## config.mk

```make
export PLATFORM = sky130hd
export DESIGN_NAME = fs_core
export DESIGN_NICKNAME = d
export VERILOG_FILES = /design/src/fs_mach_pkg.sv /design/src/fs_isa_pkg.sv /design/src/fs_core.sv /design/src/fs_host_port.sv /design/src/fs_exec.sv /design/src/fs_stack.sv
export SDC_FILE = /design/constraint.sdc
export NUM_CORES = 2
export LEC_CHECK = 0
export ABC_CLOCK_PERIOD_IN_PS = 26800
export BUFFER_PORTS_ARGS = -buffer_cell sky130_fd_sc_hd__buf_2
export CORE_MARGIN = 2
export CORE_UTILIZATION = 55
export CTS_BUF_LIST = sky130_fd_sc_hd__clkbuf_8
export DETAILED_ROUTE_END_ITERATION = 6
export GPL_TIMING_DRIVEN = 0
export MAX_ROUTING_LAYER = met4
export PLACE_DENSITY = 0.69
export SLEW_MARGIN = 20
export SYNTH_ARGS = -nofsm -noshare
export SYNTH_HDL_FRONTEND = slang
export SYNTH_SLANG_ARGS = --single-unit
```

## constraint.sdc

```tcl
create_clock -name clk -period 26.8 [get_ports clk]
set_input_delay 5.36 -clock clk [delete_from_list [all_inputs] [get_ports clk]]
set_output_delay 5.36 -clock clk [all_outputs]
set_load 0.02 [all_outputs]
```

## src/fs_mach_pkg.sv

```systemverilog
// ##############################
// forth core machine package
// data path sizes, stack requests and the result word
// ##############################
package fs_mach_pkg;

    localparam int FS_DSZ       = 32;             // data word width
    localparam int FS_DEPTH     = 16;             // entries below the top of stack
    localparam int FS_CNT_W     = 5;              // depth counter width
    localparam int FS_MAX_ITEMS = FS_DEPTH + 1;   // stack block plus the tos register

    // what the stack block does at the next edge
    typedef enum logic [1:0] {
        SOP_NONE    = 2'd0,
        SOP_PUSH    = 2'd1,   // write at count, count + 1
        SOP_POP     = 2'd2,   // count - 1, data ignored
        SOP_REPLACE = 2'd3    // overwrite the entry at count - 1
    } fs_sop_e;

    // request from the execution unit to the stack, 34 bits
    typedef struct packed {
        fs_sop_e           op;
        logic [FS_DSZ-1:0] data;
    } fs_sreq_t;

    // state seen by the host after each command, 38 bits
    typedef struct packed {
        logic [FS_DSZ-1:0]   tos;    // top of stack, zero when empty
        logic [FS_CNT_W-1:0] depth;  // items including the tos register
        logic                err;    // last command was refused
    } fs_result_t;

endpackage
```

## src/fs_isa_pkg.sv

```systemverilog
// ##############################
// forth core instruction set
// opcodes, command word and stack-effect rules
// ##############################
package fs_isa_pkg;

    localparam int FS_OP_W = 5;   // opcode field width

    typedef enum logic [FS_OP_W-1:0] {
        NOP, LIT,                          // control and literal push
        DUP, DROP, OVER, SWAP,             // stack words
        PLUS, MINUS, MUL, AND, OR, XOR,    // binary arithmetic and bitwise
        ABS, INVERT,                       // unary
        MAX, MIN,                          // signed select
        ZEQ, ZLT, ZGT,                     // compare against zero
        EQ, GT, LT, NE, GE, LE             // two-operand compares, signed
    } fs_opcode_e;

    // one host command, 37 bits
    typedef struct packed {
        fs_opcode_e                     op;
        logic [fs_mach_pkg::FS_DSZ-1:0] lit;   // only used by LIT
    } fs_cmd_t;

    // items an opcode consumes from the stack (tos counts as one)
    function automatic logic [1:0] fs_pops(input fs_opcode_e op);
        case (op)
            NOP, LIT:                           return 2'd0;
            DUP, DROP, ABS, INVERT:             return 2'd1;
            ZEQ, ZLT, ZGT:                      return 2'd1;
            default:                            return 2'd2;   // over, swap and all binary words
        endcase
    endfunction

    // items an opcode leaves behind in place of the ones it consumed
    function automatic logic [1:0] fs_pushes(input fs_opcode_e op);
        case (op)
            NOP, DROP:                          return 2'd0;
            DUP, SWAP:                          return 2'd2;
            OVER:                               return 2'd3;
            default:                            return 2'd1;   // lit, unary and binary words
        endcase
    endfunction

endpackage

```

## src/fs_core.sv

```systemverilog
// ##############################
// forth execution core top level
// host port, execution unit and data stack
// ##############################
`timescale 1ns/1ps

module fs_core (
    input  logic                    clk,
    input  logic                    rst,
    input  logic                    req,
    input  fs_isa_pkg::fs_cmd_t     cmd_in,
    output logic                    ack,
    output fs_mach_pkg::fs_result_t result
);
    import fs_isa_pkg::*;
    import fs_mach_pkg::*;

    logic                go;
    fs_cmd_t             cmd;     // latched command
    fs_sreq_t            sreq;
    logic [FS_DSZ-1:0]   nos;
    logic [FS_CNT_W-1:0] count;

    fs_host_port port_i (
        .clk    (clk),
        .rst    (rst),
        .req    (req),
        .cmd_in (cmd_in),
        .ack    (ack),
        .go     (go),
        .cmd    (cmd)
    );

    fs_exec exec_i (
        .clk    (clk),
        .rst    (rst),
        .go     (go),
        .cmd    (cmd),
        .nos    (nos),
        .count  (count),
        .sreq   (sreq),
        .result (result)
    );

    fs_stack stack_i (
        .clk    (clk),
        .rst    (rst),
        .sreq   (sreq),
        .nos    (nos),
        .count  (count)
    );

endmodule

```

## src/fs_host_port.sv

```systemverilog
// ##############################
// host command port
// four-phase req/ack, one execution per command
// ##############################
`timescale 1ns/1ps

module fs_host_port (
    input  logic                clk,
    input  logic                rst,
    input  logic                req,
    input  fs_isa_pkg::fs_cmd_t cmd_in,
    output logic                ack,
    output logic                go,      // one-cycle start to the execution unit
    output fs_isa_pkg::fs_cmd_t cmd      // latched copy, stable through exec and ack
);
    import fs_isa_pkg::*;

    typedef enum logic [1:0] {
        IDLE,    // waiting for req
        EXEC,    // go is high, exec commits at the next edge
        ACK      // result valid, wait for req to drop
    } state_e;

    state_e state;
    logic   accept;

    assign accept = (state == IDLE) && req;

    always_ff @(posedge clk) begin
        if (rst) begin
            state <= IDLE;
            go    <= 1'b0;
            ack   <= 1'b0;
        end else begin
            case (state)
                IDLE: begin
                    if (req) begin
                        state <= EXEC;
                        go    <= 1'b1;
                    end
                end
                EXEC: begin
                    state <= ACK;
                    go    <= 1'b0;
                    ack   <= 1'b1;    // tos and depth committed on this edge
                end
                ACK: begin
                    if (!req) begin      // slow host just parks us here
                        state <= IDLE;
                        ack   <= 1'b0;
                    end
                end
                default: state <= IDLE;
            endcase
        end
    end

    // command register, captured with the accepting edge
    always_ff @(posedge clk) begin
        if (accept) begin
            cmd <= cmd_in;
        end
    end

    a_go_not_in_ack: assert property (
        @(posedge clk) disable iff (rst)
        $rose(go) |-> !ack
    ) else $error("go raised while ack is high");

endmodule

```

## src/fs_exec.sv

```systemverilog
// ##############################
// execution unit
// tos register, depth rules, stack and alu words
// ##############################
`timescale 1ns/1ps

module fs_exec (
    input  logic                             clk,
    input  logic                             rst,
    input  logic                             go,       // one-cycle start from the port
    input  fs_isa_pkg::fs_cmd_t              cmd,
    input  logic [fs_mach_pkg::FS_DSZ-1:0]   nos,
    input  logic [fs_mach_pkg::FS_CNT_W-1:0] count,
    output fs_mach_pkg::fs_sreq_t            sreq,
    output fs_mach_pkg::fs_result_t          result
);
    import fs_isa_pkg::*;
    import fs_mach_pkg::*;

    logic [FS_DSZ-1:0]        tos;          // top of stack register
    logic                     tos_vld;      // tos holds an item
    logic                     err;
    logic [FS_DSZ-1:0]        tos_n;
    logic                     tos_vld_n;
    logic [FS_CNT_W-1:0]      depth;
    logic [1:0]               n_pop;
    logic [1:0]               n_push;
    int                       new_depth;
    logic                     refuse;
    logic                     binary;       // two in, one out
    logic signed [FS_DSZ-1:0] s_tos;
    logic signed [FS_DSZ-1:0] s_nos;
    fs_sreq_t                 sreq_n;

    // forth truth, all ones or zero
    function automatic logic [FS_DSZ-1:0] flag(input logic c);
        return {FS_DSZ{c}};
    endfunction

    assign depth = count + FS_CNT_W'(tos_vld);
    assign s_tos = tos;
    assign s_nos = nos;

    // stack effect of the current opcode
    assign n_pop     = fs_pops(cmd.op);
    assign n_push    = fs_pushes(cmd.op);
    assign binary    = (n_pop == 2'd2) && (n_push == 2'd1);
    assign new_depth = int'(depth) - int'(n_pop) + int'(n_push);
    assign tos_vld_n = (new_depth != 0);

    // underflow or overflow, machine state stays put
    assign refuse = (int'(n_pop) > int'(depth)) || (new_depth > FS_MAX_ITEMS);

    always_comb begin
        tos_n       = tos;
        sreq_n.op   = SOP_NONE;
        sreq_n.data = tos;                  // every push or replace stores the old tos
        case (cmd.op)
            LIT: begin
                tos_n = cmd.lit;
                if (tos_vld) begin           // nothing to spill on an empty stack
                    sreq_n.op = SOP_PUSH;
                end
            end
            DUP:    sreq_n.op = SOP_PUSH;
            DROP: begin
                if (count != '0) begin
                    tos_n     = nos;
                    sreq_n.op = SOP_POP;
                end
            end
            OVER: begin
                tos_n     = nos;
                sreq_n.op = SOP_PUSH;
            end
            SWAP: begin
                tos_n     = nos;
                sreq_n.op = SOP_REPLACE;
            end
            PLUS:   tos_n = nos + tos;
            MINUS:  tos_n = nos - tos;
            MUL:    tos_n = nos * tos;      // low word of the product
            AND:    tos_n = nos & tos;
            OR:     tos_n = nos | tos;
            XOR:    tos_n = nos ^ tos;
            ABS:    tos_n = (s_tos < 0) ? -tos : tos;
            INVERT: tos_n = ~tos;
            MAX:    tos_n = (s_nos > s_tos) ? nos : tos;
            MIN:    tos_n = (s_nos < s_tos) ? nos : tos;
            ZEQ:    tos_n = flag(tos == '0);
            ZLT:    tos_n = flag(s_tos < 0);
            ZGT:    tos_n = flag(s_tos > 0);
            // second operand is nos, as in "a b <"
            EQ:     tos_n = flag(nos == tos);
            GT:     tos_n = flag(s_nos > s_tos);
            LT:     tos_n = flag(s_nos < s_tos);
            NE:     tos_n = flag(nos != tos);
            GE:     tos_n = flag(s_nos >= s_tos);
            LE:     tos_n = flag(s_nos <= s_tos);
            default: ;                       // nop
        endcase
        if (binary) begin
            sreq_n.op = SOP_POP;             // nos folded into tos
        end
    end

    // only a legal command in its go cycle touches the stack
    always_comb begin
        sreq = sreq_n;
        if (!go || refuse) begin
            sreq.op = SOP_NONE;
        end
    end

    always_ff @(posedge clk) begin
        if (rst) begin
            tos     <= '0;
            tos_vld <= 1'b0;
            err     <= 1'b0;
        end else if (go) begin
            err <= refuse;                   // nop is always legal, so it clears err
            if (!refuse) begin
                tos     <= tos_vld_n ? tos_n : '0;   // empty stack shows zero
                tos_vld <= tos_vld_n;
            end
        end
    end

    assign result.tos   = tos;
    assign result.depth = depth;
    assign result.err   = err;

    // items below the top only exist while the tos register holds one
    a_tos_backs_stack: assert property (
        @(posedge clk) disable iff (rst)
        (count != '0) |-> tos_vld
    ) else $error("stack block holds items while tos is empty");

endmodule

```

## src/fs_stack.sv

```systemverilog
// ##############################
// data stack below the tos register
// register file with push, pop and replace
// ##############################
`timescale 1ns/1ps

module fs_stack (
    input  logic                             clk,
    input  logic                             rst,
    input  fs_mach_pkg::fs_sreq_t            sreq,
    output logic [fs_mach_pkg::FS_DSZ-1:0]   nos,    // entry at count - 1
    output logic [fs_mach_pkg::FS_CNT_W-1:0] count
);
    import fs_mach_pkg::*;

    logic [FS_DSZ-1:0]           mem [FS_DEPTH];   // payload, no reset
    logic [$clog2(FS_DEPTH)-1:0] top_idx;          // slot of the entry just below tos
    logic [$clog2(FS_DEPTH)-1:0] wr_idx;

    // wraps to the last slot when empty, nos is a don't care then
    assign top_idx = count[$clog2(FS_DEPTH)-1:0] - 1'b1;
    assign nos     = mem[top_idx];                  // zero-cycle read

    // push goes one above the current top, replace hits the top itself
    assign wr_idx = (sreq.op == SOP_PUSH) ? count[$clog2(FS_DEPTH)-1:0] : top_idx;

    always_ff @(posedge clk) begin
        if (sreq.op == SOP_PUSH || sreq.op == SOP_REPLACE) begin
            mem[wr_idx] <= sreq.data;
        end
    end

    always_ff @(posedge clk) begin
        if (rst) begin
            count <= '0;
        end else begin
            case (sreq.op)
                SOP_PUSH: count <= count + 1'b1;
                SOP_POP:  count <= count - 1'b1;
                default:  ;                         // none and replace keep the count
            endcase
        end
    end

    // the execution unit's depth check must keep us inside the file
    a_no_underflow: assert property (
        @(posedge clk) disable iff (rst)
        (sreq.op == SOP_POP || sreq.op == SOP_REPLACE) |-> (count != '0)
    ) else $error("stack pop or replace while empty");

    a_no_overflow: assert property (
        @(posedge clk) disable iff (rst)
        (sreq.op == SOP_PUSH) |-> (count < FS_CNT_W'(FS_DEPTH))
    ) else $error("stack push while full");

endmodule

```

==> qor.csv <==
metric,value,unit
HPWL after DPL,121000,um
area delta synth->final,8.14,%
DRT antenna net count,0,
Crit path largest cell delay,0.91,ns
routed via count,33703,
R2R Setup Slk,11.84,ns
TritonCTS buffer count,88,
Post-synth EDFFs,549,
pin count of the biggest net entering global routing,33,
DRC,0,
Ports,79,
Via density,6.47,
Crit path max-delay family,buffers and inverters,
H-tree depth,3,
synth unique cells,87,
most frequent cells after synthesis,"edfxtp_1, inv_1, nor2_1",
"Clk Latency, worst-skew pair",0.72,ns
Routed WL per cell,30.8,um
Worst Setup End Kind,flop,
sequential share of the synthesized area,0.386,
Die W,290,um
actual slew at the worst max-slew pin,1.24,ns
total track usage,0.399,
Synth warnings,0,
Die ar.,0.0841,sq mm
initial antenna violation count,11,
setup TNS,0,ns
cell with the most instances after synthesis,edfxtp_1,
final period utilization,0.558,
GP Congestion,1.09,
Max Cap Viol,0,
Post-CTS Setup Inserts,0,
Final nets,4767,
largest family of logic cells by synthesized area,adder cells,
CTS resizes,0,
Synth Area in Compound Gates,0.0831,
CP Max Fanout,11,
clock transition at the registers of the reported paths,0.06,ns
Final Hold Fails,0,
Netlist Area Pre-Place,0.0450,sq mm
share of layout cells above drive strength 1,0.109,
first-pass GRT wire length,233000,um
I/O Buffers,78,
Crit Path Class,reg2reg,
Clock Tree Buf Depth,3,
row count,104,
clock sinks,594,
"IR drop worst, VDD",0.0000434,V
number of synthesized register bits,594,
Worst setup SP type,flop,
ys flop type,edfxtp_1,
pins over their slew limit,0,
CP Data Arrival Time,15.51,ns
vias in the first global route,33063,
hold_buf cts,0,
worst path bufs/invs,19,
First-pass DRT Iterations,6,
fraction of registers with async set/reset,0,
Slew HR,0.172,
post-synth net total,4587,
largest cells by area after synthesis,"edfxtp_1, fa_1, ha_1",
Final Critical Period,14.96,ns
initial DRC count,4738,
root buffer cell,clkbuf_8,
Initial Util,0.557,
RSZ-0062 raised after global routing,no,
status,"complete, no violations",
adder-cell share of the synthesized area,0.251,
CP required,27.36,ns
TritonCTS clock tree,yes,
XOR/XNOR Fraction of Synth Area,0.0273,
PD cells,45.4,mW/mm^2
min-delay worst type,reg2reg,
routed wire length,161000,um
multiplexer share of the synthesized area,0.0855,
post-synthesis simple-gate area fraction,0.0979,
highest clock rate,0.0669,GHz
Crit path top cell by count,fa_1,
Crit-path slowest cell,clkbuf_1,
leading area contributor after synthesis,edfxtp_1,
Util after Layout,0.602,
Congestion Overflow GR,0,
Synth top area share,0.366,
Mapped Avg Cell Area,11.6,sq um
Pleak,19.2,nW
Cells after Synth,3892,
core area,0.0808,sq mm
Die Height,290,um
Setup-failing EPs final,0,
clock skew,0.0567,ns
[per-layer routing]
metal / global-route usage / vias up / wire [um]
met2: 0.539 / 2423 / 66700
li1: - / 13838 / -
met5: - / - / 0
met1: 0.572 / 17050 / 65200
met3: 0.125 / 392 / 22900
met4: 0.134 / 0 / 6010
[flip-flops by register name, summed over array words and instances (netlist names)]
signal          cells
stack_i.count       5
stack_i.mem       512
exec_i.n_pop        2
port_i.cmd         37
exec_i.s_tos       32
exec_i.err          1
port_i.go           1
port_i.ack          1
exec_i.tos_vld      1
port_i.state        2
[placed cells by master (no fill, tap or decap), types with 27 or more instances in the layout]
cell type,count
clkbuf_1,156
o221ai_1,29
a21oi_1,138
o22ai_1,29
buf_2,91
mux2i_1,40
inv_1,555
nor3_1,40
dfxtp_1,43
o21ai_0,97
mux4_2,134
nand3_1,32
nand2_1,310
ha_1,242
clkinv_1,30
xnor2_1,92
edfxtp_1,549
clkbuf_8,90
a21o_1,35
a211oi_1,27
fa_1,413
xor2_1,29
nor2_1,437
nand2b_1,28
[metrics by stage]
step / std cells / power [mW] / hold WS (ns) / area (sq um) / setup WS [ns]
floorplan: 3892 / 1.35 / 0.465 / 45000 / 16.09
global placement: 5030 / 1.52 / 0.483 / 46700 / 12.22
detailed placement: 5042 / 1.52 / 0.497 / 47000 / 12.18
CTS: 5200 / 2.20 / 0.511 / 48600 / 12.16
global route: 5211 / 2.28 / 0.540 / 48700 / 11.52
finish: 5212 / 2.21 / 0.505 / 48700 / 11.84
[worst register-to-register path, delay by kind of cell (launching register included)]
family,cells,cell delay (ns)
xor gates and xnor gates,9,2.71
and+or+nand+nor,2,0.22
muxes,2,0.80
buffers and inverters,19,5.21
DFF,1,0.50
adders and majority gates,9,4.43
AOI/OAI and AO/OA,4,0.97
[logic make-up (layout without fill, tap and decap cells)]
kind of cell    count (synthesis)  after routing
compound gates                556            556
xor+xnor                      129            129
fa+ha+maj                     655            655
buf+inv                       757           1005
flops                         594            594
mux                           196            196
other cells                     0             12
simple gates                 1005           1005
[path summary, 6_finish.rpt]
path	to	cells after the start	startpoint
worst min-delay path	exec_i.err	2	exec_i.err
worst max-delay path	exec_i.s_tos[31]	45	stack_i.count[0]
worst max register to register	exec_i.s_tos[31]	45	stack_i.count[0]
worst min register to register	exec_i.err	2	exec_i.err
[layout make-up]
cell class | instances | area [sq um]
Timing Repair Buffer | 90 | 639
Fill cell | 6693 | 32100
Inverter | 539 | 2020
Sequential cell | 594 | 17400
Multi-Input combinational cell | 2541 | 24600
Tap cell | 1060 | 1330
Clock buffer | 90 | 1240
Clock inverter | 68 | 359
Antenna cell | 12 | 30.0
Buffer | 218 | 1080
[report_power, final]
| part | switching, mW | internal (mW) |
|---|---|---|
| Clock | 0.353 | 0.326 |
| Combinational | 0.340 | 0.166 |
| Sequential | 0.0127 | 1.01 |
(Power assumes the default switching activity.)
